File: src/clkmon_types_pkg.sv
`default_nettype none

package clkmon_types_pkg;

   localparam int FREQ_W     = 32;
   localparam int LIMIT_W    = 32;
   localparam int CHAN_SEL_W = 2;  // caps the design at 4 channels

   // rising edges of one monitored clock per gate window
   typedef logic [FREQ_W-1:0] freq_t;

   // allowed step between two consecutive measurements
   typedef logic [LIMIT_W-1:0] limit_t;

   // readout channel index
   typedef logic [CHAN_SEL_W-1:0] chan_sel_t;

endpackage

`default_nettype wire

File: src/led_pkg.sv
`default_nettype none

package led_pkg;

   localparam int LED_SEL_W = 2;

   typedef logic [LED_SEL_W-1:0] led_sel_t;

   // heartbeat/flash view, codes 1..NUM_CH pick a channel
   localparam led_sel_t LED_SEL_SYSTEM = led_sel_t'(0);

endpackage

`default_nettype wire

File: src/chan_report_if.sv
`timescale 1ns/1ps
`default_nettype none

interface chan_report_if import clkmon_types_pkg::*; ();

   freq_t freq;    // edges counted in the last window
   logic  alive;   // last window saw at least one edge
   logic  change;  // sticky step flag
   logic  update;  // one cycle, new values valid from here

   modport source (
      output freq,
      output alive,
      output change,
      output update
   );

   modport sink (
      input freq,
      input alive,
      input change,
      input update
   );

endinterface

`default_nettype wire

File: src/clock_monitor.sv
`timescale 1ns/1ps
`default_nettype none

module clock_monitor import clkmon_types_pkg::*; import led_pkg::*; #(
   parameter int NUM_CH     = 3,   // 1..4
   parameter int TIMER_BITS = 26   // window is 2**(TIMER_BITS-3) cycles
) (
   input  wire logic              clk_usb,
   input  wire logic              reset,
   input  wire logic [NUM_CH-1:0] ext_clk_i,
   input  wire logic              monitor_disable_i,
   input  wire limit_t            change_limit_i,
   input  wire chan_sel_t         freq_sel_i,
   input  wire led_sel_t          led_select_i,
   output freq_t                  freq_o,
   output logic                   freq_valid_o,
   output logic                   freq_measure_o,
   output logic [NUM_CH-1:0]      change_o,
   output logic                   clk_change_o,
   output logic                   led_a_o,
   output logic                   led_b_o
);

   logic meas_strobe;
   logic heartbeat;
   logic flash;

   chan_report_if reports [NUM_CH] ();

   heartbeat_timer #(
      .TIMER_BITS (TIMER_BITS)
   ) heartbeat_timer_inst (
      .clk_usb       (clk_usb),
      .reset         (reset),
      .meas_strobe_o (meas_strobe),
      .heartbeat_o   (heartbeat),
      .flash_o       (flash)
   );

   for (genvar i = 0; i < NUM_CH; i++) begin : g_chan
      freq_channel freq_channel_inst (
         .clk_usb           (clk_usb),
         .reset             (reset),
         .ext_clk_i         (ext_clk_i[i]),
         .meas_strobe_i     (meas_strobe),
         .monitor_disable_i (monitor_disable_i),
         .change_limit_i    (change_limit_i),
         .report            (reports[i])
      );
   end

   clock_status #(
      .NUM_CH (NUM_CH)
   ) clock_status_inst (
      .clk_usb      (clk_usb),
      .reset        (reset),
      .reports      (reports),
      .heartbeat_i  (heartbeat),
      .flash_i      (flash),
      .freq_sel_i   (freq_sel_i),
      .led_select_i (led_select_i),
      .freq_o       (freq_o),
      .freq_valid_o (freq_valid_o),
      .change_o     (change_o),
      .clk_change_o (clk_change_o),
      .led_a_o      (led_a_o),
      .led_b_o      (led_b_o)
   );

   assign freq_measure_o = meas_strobe;  // window boundary for software

endmodule

`default_nettype wire

File: src/clock_status.sv
`timescale 1ns/1ps
`default_nettype none

module clock_status import clkmon_types_pkg::*; import led_pkg::*; #(
   parameter int NUM_CH = 3
) (
   input  wire logic      clk_usb,
   input  wire logic      reset,
   chan_report_if.sink    reports [NUM_CH],
   input  wire logic      heartbeat_i,
   input  wire logic      flash_i,
   input  wire chan_sel_t freq_sel_i,
   input  wire led_sel_t  led_select_i,
   output freq_t          freq_o,
   output logic           freq_valid_o,
   output logic [NUM_CH-1:0] change_o,
   output logic           clk_change_o,
   output logic           led_a_o,
   output logic           led_b_o
);

   freq_t             ch_freq [NUM_CH];
   logic [NUM_CH-1:0] ch_alive;
   logic [NUM_CH-1:0] ch_change;
   logic [NUM_CH-1:0] ch_update;
   led_sel_t          led_ch;

   // interface arrays need constant indices, flatten them first
   for (genvar i = 0; i < NUM_CH; i++) begin : g_flat
      assign ch_freq[i]   = reports[i].freq;
      assign ch_alive[i]  = reports[i].alive;
      assign ch_change[i] = reports[i].change;
      assign ch_update[i] = reports[i].update;
   end

   always_comb begin
      if (int'(freq_sel_i) < NUM_CH) begin
         freq_o       = ch_freq[freq_sel_i];
         freq_valid_o = ch_update[freq_sel_i];
      end else begin
         freq_o       = '0;
         freq_valid_o = 1'b0;
      end
   end

   assign change_o     = ch_change;
   assign clk_change_o = |ch_change;

   assign led_ch = led_select_i - 1'b1;  // select k shows channel k-1

   always_comb begin
      led_a_o = 1'b0;
      led_b_o = 1'b0;
      if (led_select_i == LED_SEL_SYSTEM) begin
         if (clk_change_o) begin
            led_a_o = flash_i;
            led_b_o = flash_i;
         end else begin
            led_a_o = heartbeat_i;
         end
      end else if (int'(led_select_i) <= NUM_CH) begin
         led_a_o = ch_alive[led_ch];
         led_b_o = ch_change[led_ch];
      end
   end

   a_freq_sel_range : assert property (
      @(posedge clk_usb) disable iff (reset)
      int'(freq_sel_i) < NUM_CH
   );

endmodule

`default_nettype wire

File: src/freq_channel.sv
`timescale 1ns/1ps
`default_nettype none

module freq_channel import clkmon_types_pkg::*; (
   input  wire logic   clk_usb,
   input  wire logic   reset,
   input  wire logic   ext_clk_i,
   input  wire logic   meas_strobe_i,
   input  wire logic   monitor_disable_i,
   input  wire limit_t change_limit_i,
   chan_report_if.source report
);

   logic [2:0] sync_q;      // [1:0] synchronizer, [2] edge register
   logic       rise;
   freq_t      edge_cnt;
   freq_t      delta;
   logic       have_prev;   // one measurement already latched
   logic       step_seen;

   always_ff @(posedge clk_usb) begin
      if (reset) begin
         sync_q <= '0;
      end else begin
         sync_q <= {sync_q[1:0], ext_clk_i};
      end
   end

   assign rise = sync_q[1] & ~sync_q[2];

   // edge in the strobe cycle opens the new window
   always_ff @(posedge clk_usb) begin
      if (reset) begin
         edge_cnt <= '0;
      end else if (meas_strobe_i) begin
         edge_cnt <= freq_t'(rise);
      end else begin
         edge_cnt <= edge_cnt + freq_t'(rise);
      end
   end

   // |old - new|
   always_comb begin
      if (report.freq > edge_cnt) begin
         delta = report.freq - edge_cnt;
      end else begin
         delta = edge_cnt - report.freq;
      end
   end

   assign step_seen = have_prev && (delta > change_limit_i);

   always_ff @(posedge clk_usb) begin
      if (reset) begin
         report.freq   <= '0;
         report.alive  <= 1'b0;
         report.update <= 1'b0;
         have_prev     <= 1'b0;
      end else begin
         report.update <= meas_strobe_i;
         if (meas_strobe_i) begin
            report.freq  <= edge_cnt;
            report.alive <= (edge_cnt != '0);
            have_prev    <= 1'b1;
         end
      end
   end

   // sticky until software disables the monitor
   always_ff @(posedge clk_usb) begin
      if (reset) begin
         report.change <= 1'b0;
      end else if (monitor_disable_i) begin
         report.change <= 1'b0;  // disable wins over a new step
      end else if (meas_strobe_i && step_seen) begin
         report.change <= 1'b1;
      end
   end

   a_disable_clears : assert property (
      @(posedge clk_usb) disable iff (reset)
      monitor_disable_i |=> !report.change
   );

endmodule

`default_nettype wire

File: src/heartbeat_timer.sv
`timescale 1ns/1ps
`default_nettype none

module heartbeat_timer #(
   parameter int TIMER_BITS = 26
) (
   input  wire logic clk_usb,
   input  wire logic reset,
   output logic      meas_strobe_o,
   output logic      heartbeat_o,
   output logic      flash_o
);

   localparam int STROBE_BIT = TIMER_BITS - 4;
   localparam int HEART_BIT  = TIMER_BITS - 2;
   localparam int FLASH_EN   = TIMER_BITS - 1;
   localparam int FLASH_BIT  = TIMER_BITS - 3;

   logic [TIMER_BITS-1:0] timer;
   logic                  strobe_bit_q;

   always_ff @(posedge clk_usb) begin
      if (reset) begin
         timer         <= '0;
         strobe_bit_q  <= 1'b0;
         meas_strobe_o <= 1'b0;
      end else begin
         timer         <= timer + 1'b1;  // free running, wraps
         strobe_bit_q  <= timer[STROBE_BIT];
         meas_strobe_o <= timer[STROBE_BIT] & ~strobe_bit_q;
      end
   end

   // blinks only during the upper half of the timer period
   always_ff @(posedge clk_usb) begin
      if (reset) begin
         flash_o <= 1'b0;
      end else if (timer[FLASH_EN]) begin
         flash_o <= ~timer[FLASH_BIT];
      end
   end

   assign heartbeat_o = timer[HEART_BIT];

   // the strobe bit stays set for many cycles, so the pulse must be single
   a_strobe_single : assert property (
      @(posedge clk_usb) disable iff (reset)
      meas_strobe_o |=> !meas_strobe_o
   );

endmodule

`default_nettype wire

File: config.mk
export PLATFORM = sky130hd
export DESIGN_NAME = clock_monitor
export DESIGN_NICKNAME = d
export VERILOG_FILES = /design/src/clkmon_types_pkg.sv /design/src/led_pkg.sv /design/src/chan_report_if.sv /design/src/clock_monitor.sv /design/src/clock_status.sv /design/src/freq_channel.sv /design/src/heartbeat_timer.sv
export SDC_FILE = /design/constraint.sdc
export NUM_CORES = 1
export LEC_CHECK = 0
export BUFFER_PORTS_ARGS = -buffer_cell sky130_fd_sc_hd__buf_2
export CAP_MARGIN = 20
export CORE_AREA = 3 3 276 142
export DETAILED_ROUTE_END_ITERATION = 8
export DIE_AREA = 0 0 279 145
export PLACE_DENSITY = 0.78
export SLEW_MARGIN = 5
export SYNTH_ARGS = -nofsm -noshare
export SYNTH_HDL_FRONTEND = slang
export SYNTH_SLANG_ARGS = --single-unit
File: constraint.sdc
create_clock -name clk_usb -period 7.2 [get_ports clk_usb]
set_input_delay 1.44 -clock clk_usb [delete_from_list [all_inputs] [get_ports clk_usb]]
set_output_delay 1.44 -clock clk_usb [all_outputs]
set_load 0.02 [all_outputs]
==> flow_summary.ini, run 1 <==
[outcome]
status = finished, final reports clean

[timing]
slew_violations = 0
tns_ps = 0
hold_viol_final = 0
final_period_minus_worst_setup_slack_ps = 5598
max_slew_margin = 0.2627
grt_setup_unrepaired = no
fmaxAchievable_ghz = 0.1786
setup_viol = 0
min_period_over_period = 0.7774
fin_worst_skew_ps = 13.13
worst_slew_pin_slew_ps = 1101

[die]
die_height_um = 145
die_w_um = 279
design.die.area_um2 = 40460
initial_utilization = 0.5940
row_count = 50
io-pin-count = 82
placeableCoreArea_um2 = 37100

[run]
max_cap_violations = 0

[clocking]
postCtsResizedCells = 0
ctsLongestPathBuffers = 3
holdBufCountCts = 0
clock_buffers_created_by_tritoncts = 24
clock_tree.root_cell = clkbuf_16
clk_pin_slew_worst_paths_ps = 70
postCtsSetupRepairBufs = 0
ctsHtreeMaxLevel = 1
clock_sinks = 238
cts_tree = built
clock_insertion_delay_worst_skew_ps = 570

[yosys]
synth-seq-area-share = 0.2162
post_synth_most_frequent_cells = 314 x nor2_1, 293 x ha_1, 270 x inv_1, 238 x dfxtp_1, 235 x a21oi_1
net_count_after_synthesis = 3180
synth_most_common_cell = nor2_1
edff_count_synth = 0
postSynthCellCount = 2839
share_of_the_synthesized_area_in_the_top_cell_type = 0.2162
syn-cell-area_um2 = 22040
yosys-top-cells-area = dfxtp_1 22%, ha_1 17%, mux2i_1 8.3%
ys.flop_type = dfxtp_1
synth_top_cell_by_area = dfxtp_1
synthesis.area_per_instance_um2 = 7.762
async_flop_share = 0
yosysWarningCount = 0
postSynthRegisterBits = 238
synth.distinct_cells = 81

[layout]
final_cell_area_um2 = 23450
drive_above_1_share = 0.05940
flow.area_growth_from_synthesis_pct = 6.416
fillers = 3284
utilization = 0.6321
final_cell_count_no_fill = 3341
layout.nets = 3168

[setup_path]
worst-endpoint-arrival_ps = 6070
cp_max_fo = 17
timing.critical_path.from_type = flop
data_required_time_at_the_worst_endpoint_ps = 7670
criticalPathCategory = reg -> reg
setup.worst_path.end_class = flop

[global_route]
grtUsageTotal = 0.3246
global_route_wire_length_before_repair_mm = 106.1
grt-ovfl-total = 0
largest_net_degree_at_the_start_of_global_routing = 91
number_of_global_route_vias_before_repair = 19180
antenna_violations_before_repair = 1

[placement]
port-buffer-count = 81
dpl-instance-area_um2 = 22610
post-place-cells = 3294
detailed_place_hpwl_mm = 52.87
place_congestion = 1.055

[power_and_ir_drop]
total_power_mw = 2.906
irDropWorstVdd_mv = 0.1506
pwr_density_cell_nw_per_um2 = 123.9
p_leak_nw = 10.41

[routing]
detail-route-antenna-nets = 0
post_drt_wl_per_cell_um = 20.15
route.final.wire_length_mm = 67.32
residual_drc_count = 0
dr_iter_0_viols = 2165
via_density_per_instance = 6.173
routed-via-count = 20620
drt-pass1-iter-count = 6

[min_path]
hold_crit_class = reg -> reg
## metal layers
| layer | part of all wire | vias up | routed length (um) | track usage |
|---|---|---|---|---|
| met5 | 0 | - | 0 | 0 |
| met4 | 0.027 | 0 | 1812 | 0.08388 |
| met2 | 0.41 | 887 | 27880 | 0.4827 |
| met3 | 0.11 | 115 | 7177 | 0.07976 |
| met1 | 0.45 | 9735 | 30450 | 0.4671 |
| li1 | - | 9886 | - | - |
## cell type report
type | instances | area, um^2 | area share
Inverter | 271 | 1017 | 0.04338
Tap cell | 494 | 618.1 | 0.02636
Multi-Input combinational cell | 2199 | 15720 | 0.6703
Clock inverter | 11 | 150.1 | 0.006402
Sequential cell | 238 | 4768 | 0.2033
Timing Repair Buffer | 93 | 518.0 | 0.02209
Clock buffer | 33 | 654.4 | 0.02790
Antenna cell | 2 | 5.005 | 0.0002134
## cell families after synthesis
| group | count (synthesis) | share of synthesized area |
|---|---|---|
| buffers and inverters | 402 | 0.07154 |
| flip-flops | 238 | 0.2162 |
| XOR/XNOR | 190 | 0.07551 |
| multiplexers | 193 | 0.08829 |
| AND/OR/NAND/NOR | 830 | 0.1805 |
| AO/OA/AOI/OAI | 687 | 0.1962 |
| adder cells (fa/ha/maj) | 299 | 0.1718 |
## sequential cells by signal, summed over array words and instances, names as in the netlist
register and count:
g_chan.freq_channel_inst.report.alive 3, heartbeat_timer_inst.strobe_bit_q 1, g_chan.freq_channel_inst.edge_cnt 96, g_chan.freq_channel_inst.report.freq 96, g_chan.freq_channel_inst.report.change 3, g_chan.freq_channel_inst.sync_q 9, heartbeat_timer_inst.timer 26, g_chan.freq_channel_inst.have_prev 1
heartbeat_timer_inst.meas_strobe_o 1, heartbeat_timer_inst.flash_o 1, g_chan.freq_channel_inst.report.update 1
## power by group
part           switching (mW)  internal [mW]
clock                   0.585          0.721
combinational           0.175          0.100
sequential            0.00447           1.32
total                   0.765           2.14
## worst max-delay path: stages, from the launching register on
cell      delay [ps]
dfxtp_1          510
inv_1            140
fa_1             450
a21o_1           190
a21oi_1          250
o21ai_0          120
and2_1           180
o41ai_1          650
o221ai_1         370
a31oi_4          230
buf_4            310
mux2i_1          370
xnor2_1          230
ha_1             310
a21o_1           160
a21o_1           180
a21oi_1          170
o211ai_1         110
a221o_1          300
a32o_1           260
## worst paths after layout
kind                                                                    startpoint                                                endpoint  cells after the start  slack [ps]
worst max-delay path            g_chan[2].freq_channel_inst.edge_cnt[1]$_SDFF_PP0_  g_chan[2].freq_channel_inst.report.change$_SDFFE_PP0P_                     19        1600
worst min-delay path                  heartbeat_timer_inst.strobe_bit_q$_SDFF_PP0_           heartbeat_timer_inst.meas_strobe_o$_SDFF_PP0_                      1         370
worst max register to register  g_chan[2].freq_channel_inst.edge_cnt[1]$_SDFF_PP0_  g_chan[2].freq_channel_inst.report.change$_SDFFE_PP0P_                     19        1600
worst min register to register        heartbeat_timer_inst.strobe_bit_q$_SDFF_PP0_           heartbeat_timer_inst.meas_strobe_o$_SDFF_PP0_                      1         370
## per-stage QoR
step	worst slack (ps)	hold slack, ps
detailed placement	1716	368.0
floorplan	2125	367.4
CTS	1682	378.7
finish	1602	374.8
global placement	1771	359.7
global route	1316	413.8
## layout by cell type (no fill, tap or decap), types with 15 or more instances in the layout
| cell type | netlist | layout |
|---|---|---|
| o211ai_1 | 22 | 22 |
| nor4_1 | 32 | 32 |
| and2_1 | 16 | 16 |
| or3_1 | 31 | 31 |
| a21oi_1 | 235 | 235 |
| xnor2_1 | 153 | 153 |
| nand3_1 | 67 | 67 |
| and3_1 | 17 | 17 |
| inv_1 | 270 | 270 |
| clkbuf_16 | 0 | 24 |
| nand2_1 | 147 | 147 |
| a21o_1 | 116 | 116 |
| nor2b_1 | 44 | 43 |
| a211oi_1 | 15 | 15 |
| nor2_1 | 314 | 314 |
| o31ai_1 | 17 | 17 |
| mux2i_1 | 182 | 182 |
| ha_1 | 293 | 293 |
| dfxtp_1 | 238 | 237 |
| nand4_1 | 73 | 73 |
| o21a_1 | 16 | 16 |
| buf_2 | 6 | 80 |
| o21ai_0 | 151 | 151 |
| nor3_1 | 42 | 42 |
| xor2_1 | 37 | 37 |
| o21bai_1 | 33 | 32 |
(Power assumes the default switching activity.)
==> inputs of run 2 (changes only) <==
--- a/config.mk
+++ b/config.mk
@@ -7,10 +7,10 @@
 export LEC_CHECK = 0
 export BUFFER_PORTS_ARGS = -buffer_cell sky130_fd_sc_hd__buf_2
 export CAP_MARGIN = 20
-export CORE_AREA = 3 3 276 142
+export CORE_AREA = 3 3 280 144
 export DETAILED_ROUTE_END_ITERATION = 8
-export DIE_AREA = 0 0 279 145
-export PLACE_DENSITY = 0.78
+export DIE_AREA = 0 0 283 147
+export PLACE_DENSITY = 0.79
 export SLEW_MARGIN = 5
 export SYNTH_ARGS = -nofsm -noshare
 export SYNTH_HDL_FRONTEND = slang
==> constraint.sdc (replaced) <==
create_clock -name clk_usb -period 5.1 [get_ports clk_usb]
set_input_delay 1.02 -clock clk_usb [delete_from_list [all_inputs] [get_ports clk_usb]]
set_output_delay 1.02 -clock clk_usb [all_outputs]
set_load 0.02 [all_outputs]
==> run 2 against run 1 <==
Against the previous run:
- register-to-register slack got worse by 1500 ps
- non-clock buffer count increased by 100
- highest routed layer is now met5
- clock-buffer cell count decreased by 5
- hold slack improved by 2.7 ps
- worst setup slack worse by 1500 ps
- final cell count is 3.7% higher
- largest cell class unchanged
==> flow_summary.ini, run 2 (synthesized netlist as in run 1, its figures left out) <==
[outcome]
status = finished, final reports clean

[power_and_ir_drop]
share_comb_of_total_power = 0.101
clkPwrFrac = 0.462
irDropWorstVdd_mv = 0.2010
p_leak_nw = 10.98
pwr_density_cell_nw_per_um2 = 174.5
cell_internal_pwr_mw = 3.165
power.share.switching = 0.2599
total_power_mw = 4.276
seq_power_share = 0.437
p_switching_mw = 1.111

[clocking]
clock_tree.root_cell = clkbuf_16
clock_buffers_created_by_tritoncts = 24
clock_sinks = 238
ctsHtreeMaxLevel = 1
ctsLongestPathBuffers = 3
clk_pin_slew_worst_paths_ps = 70
clock_insertion_delay_worst_skew_ps = 590
cts_tree = built

[global_route]
grt-ovfl-total = 0
number_of_global_route_vias_before_repair = 19750
grtUsageTotal = 0.3223
largest_net_degree_at_the_start_of_global_routing = 66
antenna_violations_before_repair = 2
global_route_wire_length_before_repair_mm = 107.9

[placement]
place_congestion = 1.028
place_ws_ps = 95.52
post-place-cells = 3406
detailed_place_hpwl_mm = 55.45
port-buffer-count = 81

[setup_path]
cp_max_fo = 6
data_required_time_at_the_worst_endpoint_ps = 5560
timing.critical_path.from_type = flop
critPathMostFrequentCell = ha_1
setup.worst_path.end_class = flop
crit_path_top_delay_cell = or4b_4
critical-path-max-stage-delay_ps = 570
criticalPathCategory = reg -> reg
timing.critical_path.cells = inv_1 -> ha_1 -> nand2_2 -> or4_4 -> or3_4 -> or4b_4 -> a21boi_4 -> a31oi_4 -> buf_12 -> mux2_2 -> ha_1 -> nor2b_1 -> o21ai_0 -> nand2b_1 -> a21oi_2 -> o21ai_1 -> nand2_1 -> o211ai_1 -> a221o_1 -> a32o_1
worst-endpoint-arrival_ps = 5440

[die]
design.die.area_um2 = 41600
initial_utilization = 0.5861
die_w_um = 283
row_count = 50
die_height_um = 147
io-pin-count = 82
placeableCoreArea_um2 = 37600

[routing]
routed-via-count = 20990
drt-pass1-iter-count = 6
residual_drc_count = 0
post_drt_wl_per_cell_um = 20.22
via_density_per_instance = 6.060
route.final.wire_length_mm = 70.04
dr_iter_0_viols = 2201
detail-route-antenna-nets = 0

[timing]
min_period_over_period = 0.9772
worst_slew_pin_slew_ps = 891.7
final_period_minus_worst_setup_slack_ps = 4984
tns_ps = 0
hold_viol_final = 0
fin_worst_skew_ps = 31.94
hold-worst-slack_ps = 377.5
setup_viol = 0
slew_violations = 0
max_slew_margin = 0.4000
fmaxAchievable_ghz = 0.2007
final_worst_setup_slack_ps = 116.3

[layout]
layout.nets = 3269
drive_above_1_share = 0.1050
most_frequent_standard_cell_in_the_layout_excluding_fill_and_tap_cells = nor2_1
final_cell_count_no_fill = 3464
flow.area_growth_from_synthesis_pct = 11.19
reg_top3 = g_chan.freq_channel_inst.edge_cnt (96), g_chan.freq_channel_inst.report.freq (96), heartbeat_timer_inst.timer (26)
layout_common_cells = 314 x nor2_1, 287 x ha_1, 266 x inv_1
antenna_cells_inserted = 0

[min_path]
hold_crit_class = reg -> reg

[run]
max_cap_violations = 0
run 2: cell count changes in the layout (fill, tap and decap cells not counted), moves of 5 or more:
cell	change
buf_4	+96
dfxtp_2	+5
ha_4	+5
ha_1	-6
dfxtp_1	-5
a21oi_2	+5
clkbuf_1	-7
clkinv_2	+5
run 2: repair_timing:
action	in CTS	in global routing
setup endpoints to repair	0	3
hold buffers	0	0
resized for setup	0	38
hold endpoints to repair	0	0
setup buffers	0	13
run 2: cell type report:
cell class	count	area (um^2)
multi-input combinational	2200	15890
sequential	238	4775
fill	3281	13100
timing repair buffer	193	1313
inverter	271	1017
clock buffer	28	655.6
tap	520	650.6
clock inverter	14	205.2
run 2: power by group through the flow:
| stage | clock network [mW] | logic (mW) | registers (mW) |
|---|---|---|---|
| finish | 1.97 | 0.434 | 1.87 |
| global route | 2.07 | 0.464 | 1.87 |
| CTS | 1.99 | 0.396 | 1.87 |
| detailed placement | 0 | 0.394 | 1.91 |
| global placement | 0 | 0.386 | 1.91 |
| floorplan | 0 | 0.263 | 1.91 |
run 2: stage by stage:
stage	util	instance area [um^2]
2_1_floorplan	-	22040
3_3_place_gp	0.6201	23310
3_5_place_dp	0.6201	23310
4_1_cts	0.6430	24180
5_1_grt	0.6517	24500
6_report	0.6517	24500
run 2: worst paths after layout:
| path | startpoint | endpoint | slack [ps] | cells past startpoint |
|---|---|---|---|---|
| max reg2reg | g_chan[2].freq_channel_inst.edge_cnt[13]$_SDFF_PP0_ | g_chan[2].freq_channel_inst.report.change$_SDFFE_PP0P_ | 120 | 20 |
| min | heartbeat_timer_inst.strobe_bit_q$_SDFF_PP0_ | heartbeat_timer_inst.meas_strobe_o$_SDFF_PP0_ | 380 | 1 |
| min reg2reg | heartbeat_timer_inst.strobe_bit_q$_SDFF_PP0_ | heartbeat_timer_inst.meas_strobe_o$_SDFF_PP0_ | 380 | 1 |
| max | g_chan[2].freq_channel_inst.edge_cnt[13]$_SDFF_PP0_ | g_chan[2].freq_channel_inst.report.change$_SDFFE_PP0P_ | 120 | 20 |
run 2: per-layer routing:
layer | wire [um] | up-vias | GRT usage | share of wire
li1 | - | 10090 | - | -
met4 | 2378 | 4 | 0.1035 | 0.034
met3 | 7931 | 140 | 0.09690 | 0.11
met2 | 28280 | 898 | 0.4684 | 0.40
met1 | 31430 | 9863 | 0.4540 | 0.45
met5 | 23 | - | 0 | 0.00033
run 2: critical path, delay by kind of cell (launching register included):
family	cells	cell delay (ps)
muxes	1	340
and+or+nand+nor	7	1840
DFF	1	330
buffers and inverters	2	230
AOI/OAI and AO/OA	8	1490
adders and majority gates	2	620
==> inputs of run 3 (changes only) <==
--- a/config.mk
+++ b/config.mk
@@ -11,6 +11,7 @@
 export DETAILED_ROUTE_END_ITERATION = 8
 export DIE_AREA = 0 0 283 147
 export PLACE_DENSITY = 0.79
+export RECOVER_POWER = 50
 export SLEW_MARGIN = 5
 export SYNTH_ARGS = -nofsm -noshare
 export SYNTH_HDL_FRONTEND = slang
==> constraint.sdc (replaced) <==
create_clock -name clk_usb -period 4.4 [get_ports clk_usb]
set_input_delay 0.88 -clock clk_usb [delete_from_list [all_inputs] [get_ports clk_usb]]
set_output_delay 0.88 -clock clk_usb [all_outputs]
set_load 0.02 [all_outputs]
==> run 3 against run 2 <==
Against the previous run:
- the run now ends with capacitance limit, slew limit, setup timing left
- first-iteration DRC count is 18% higher
- clock power is 8% higher
- utilization is 8.1 points higher
- sequential share of layout area is 2.1 points lower
- critical path type unchanged
- largest power group is now sequential cells
==> flow_summary.ini, run 3 (synthesized netlist as in run 1, its figures left out) <==
[die]
io-pin-count = 82
placeableCoreArea_um2 = 37600
die_w_um = 283
design.die.area_um2 = 41600
row_count = 50
die_height_um = 147
initial_utilization = 0.5861

[timing]
final_period_minus_worst_setup_slack_ps = 4753
fin_worst_skew_ps = 26.74
max_slew_margin = -1.301
hold_viol_final = 0
grt_setup_unrepaired = yes
setup_viol = 2
fmaxAchievable_ghz = 0.2104
slew_violations = 291
min_period_over_period = 1.080
final_worst_setup_slack_ps = -352.9
worst_slew_pin_slew_ps = 3452
hold-worst-slack_ps = 383.2

[placement]
place_congestion = 1.012
port-buffer-count = 81
detailed_place_hpwl_mm = 59.67

[setup_path]
setup.worst_path.end_class = flop
count_of_buffering_cells_on_the_critical_path_with_inverters_included = 3
crit_path_top_delay_cell = or4_4
path_delay_family = compound AO/OA/AOI/OAI gates
rr_startpoint = g_chan[2].freq_channel_inst.edge_cnt[14]$_SDFF_PP0_
cp_max_fo = 5
data_required_time_at_the_worst_endpoint_ps = 4850
criticalPathCategory = reg -> reg
reg2regPathDepth = 19
timing.critical_path.cells = inv_2 -> ha_4 -> nand2_4 -> or4_4 -> or3_4 -> or4b_4 -> a21boi_4 -> a31oi_4 -> buf_12 -> buf_12 -> mux2i_4 -> xnor2_1 -> ha_1 -> a21o_1 -> a21o_1 -> a21oi_1 -> o211ai_1 -> a221o_1 -> a32o_1
worst-endpoint-arrival_ps = 5200
reg2reg_setup_slack_ps = -350
critical-path-max-stage-delay_ps = 550
timing.critical_path.from_type = flop
endpoint_of_the_worst_register_to_register_path = g_chan[2].freq_channel_inst.report.change$_SDFFE_PP0P_

[min_path]
hp-start = heartbeat_timer_inst.strobe_bit_q$_SDFF_PP0_
hold_crit_class = reg -> reg
holdPathStages = 1
whs_endpoint = heartbeat_timer_inst.meas_strobe_o$_SDFF_PP0_

[clocking]
clock_sinks = 238
holdBufCountCts = 0
ctsHtreeMaxLevel = 1
clock_buffers_created_by_tritoncts = 24
cts_tree = built
clk_pin_slew_worst_paths_ps = 70
ctsLongestPathBuffers = 3
clock_insertion_delay_worst_skew_ps = 580
clock_tree.root_cell = clkbuf_16

[power_and_ir_drop]
cell_internal_pwr_mw = 3.597
p_switching_mw = 1.298
pwr_density_cell_nw_per_um2 = 177.8
power.share.switching = 0.2651
seq_power_share = 0.443
clkPwrFrac = 0.433
irDropWorstVdd_mv = 0.2294
share_comb_of_total_power = 0.124
p_leak_nw = 12.71

[layout]
layout.nets = 3605
antenna_cells_inserted = 0
most_frequent_standard_cell_in_the_layout_excluding_fill_and_tap_cells = buf_4
reg_top3 = g_chan.freq_channel_inst.edge_cnt (96), g_chan.freq_channel_inst.report.freq (96), heartbeat_timer_inst.timer (26)
flow.area_growth_from_synthesis_pct = 24.94
layout_common_cells = 422 x buf_4, 313 x nor2_1, 269 x ha_1
utilization = 0.7323
drive_above_1_share = 0.2211

[routing]
detail-route-antenna-nets = 0
dr_iter_0_viols = 2600
dr_wl_met2_mm = 33.29
post_drt_wl_per_cell_um = 20.33
sum_of_met3_wire_segment_lengths_after_detailed_routing_mm = 8.421
highest_routing_layer_actually_used = met5
drt-pass1-iter-count = 6
residual_drc_count = 0
wirelength_met1_mm = 32.77
route.final.wire_length_mm = 77.22
routed-via-count = 22990
via_density_per_instance = 6.052

[global_route]
antenna_violations_before_repair = 4
grtUsageTotal = 0.3536
largest_net_degree_at_the_start_of_global_routing = 91
global_route_wire_length_before_repair_mm = 119.3
number_of_global_route_vias_before_repair = 22230
grt-ovfl-total = 0

[run]
max_cap_violations = 6

[outcome]
status = finished, violations left
violations = capacitance limit, slew limit, setup timing
[run 3: changes by cell type in the layout (fill, tap and decap cells not counted), moves of 8 or more]
cell	change
buf_4	+314
o21ai_0	-21
a21oi_1	-18
ha_1	-18
o21ai_1	+17
a21oi_2	+16
ha_4	+16
dfxtp_1	-14
dfxtp_2	+14
clkbuf_1	+13
inv_1	-11
inv_2	+10
buf_6	+8
[run 3: timing repair]
action / 4_1_cts / 5_1_grt
setup endpoints to repair: 3 / 3
cloned: 4 / 1
pin swaps: 56 / 89
setup buffers: 19 / 14
gates resized for setup: 80 / 90
[run 3: worst reg2reg max path, delay by kind of cell (launching register included)]
kind / cells / cell delay, ps
xor gates and xnor gates: 1 / 160
buffers and inverters: 3 / 320
AOI/OAI and AO/OA: 8 / 1550
adders and majority gates: 2 / 570
DFF: 1 / 340
muxes: 1 / 240
and+or+nand+nor: 4 / 1470
[run 3: stage by stage]
stage	cells	power (mW)	area, um^2	worst slack (ps)	TNS [ps]
CTS	3785	4.861	27180	-313.2	-432.0
global route	3799	5.020	27530	-484.1	-940.2
finish	3799	4.895	27530	-352.9	-562.7
detailed placement	3721	2.723	25780	-389.7	-776.4
floorplan	2839	2.529	22190	-369.0	-369.0
global placement	3721	2.709	25780	-277.9	-536.4
[run 3: worst max-delay path by stage]
stage                                                                    from                                                      to  depth (start not counted)  slack [ps]
final                     g_chan[2].freq_channel_inst.edge_cnt[14]$_SDFF_PP0_  g_chan[2].freq_channel_inst.report.change$_SDFFE_PP0P_                         19        -350
after global routing      g_chan[2].freq_channel_inst.edge_cnt[14]$_SDFF_PP0_  g_chan[2].freq_channel_inst.report.change$_SDFFE_PP0P_                         19        -480
after CTS                  g_chan[2].freq_channel_inst.edge_cnt[8]$_SDFF_PP0_  g_chan[2].freq_channel_inst.report.change$_SDFFE_PP0P_                         19        -310
after detailed placement  g_chan[2].freq_channel_inst.edge_cnt[14]$_SDFF_PP0_  g_chan[2].freq_channel_inst.report.change$_SDFFE_PP0P_                         19        -390
after global placement     g_chan[1].freq_channel_inst.edge_cnt[0]$_SDFF_PP0_  g_chan[1].freq_channel_inst.report.change$_SDFFE_PP0P_                         19        -280
after floorplan           g_chan[2].freq_channel_inst.edge_cnt[11]$_SDFF_PP0_  g_chan[2].freq_channel_inst.report.change$_SDFFE_PP0P_                         20        -370
[run 3: metal layers]
layer  global-route usage  vias up
li1                     -    10760
met1               0.4813    10850
met2               0.5617     1175
met3              0.07659      200
met4               0.1081        6
met5                    0        -
[run 3: cell type report]
| cell class | instances | area, um^2 |
|---|---|---|
| Inverter | 271 | 1020 |
| Multi-Input combinational cell | 2200 | 16380 |
| Fill cell | 2873 | 10070 |
| Sequential cell | 238 | 4792 |
| Timing Repair Buffer | 529 | 3923 |
| Tap cell | 520 | 650.6 |
| Clock inverter | 8 | 103.9 |
| Clock buffer | 33 | 665.6 |
[run 3: power groups by stage]
stage               registers [mW]  clock network [mW]  logic (mW)
floorplan                     2.21                   0       0.314
global placement              2.21                   0       0.494
detailed placement            2.22                   0       0.507
CTS                           2.17                2.13       0.564
global route                  2.17                2.21       0.639
finish                        2.17                2.12       0.606
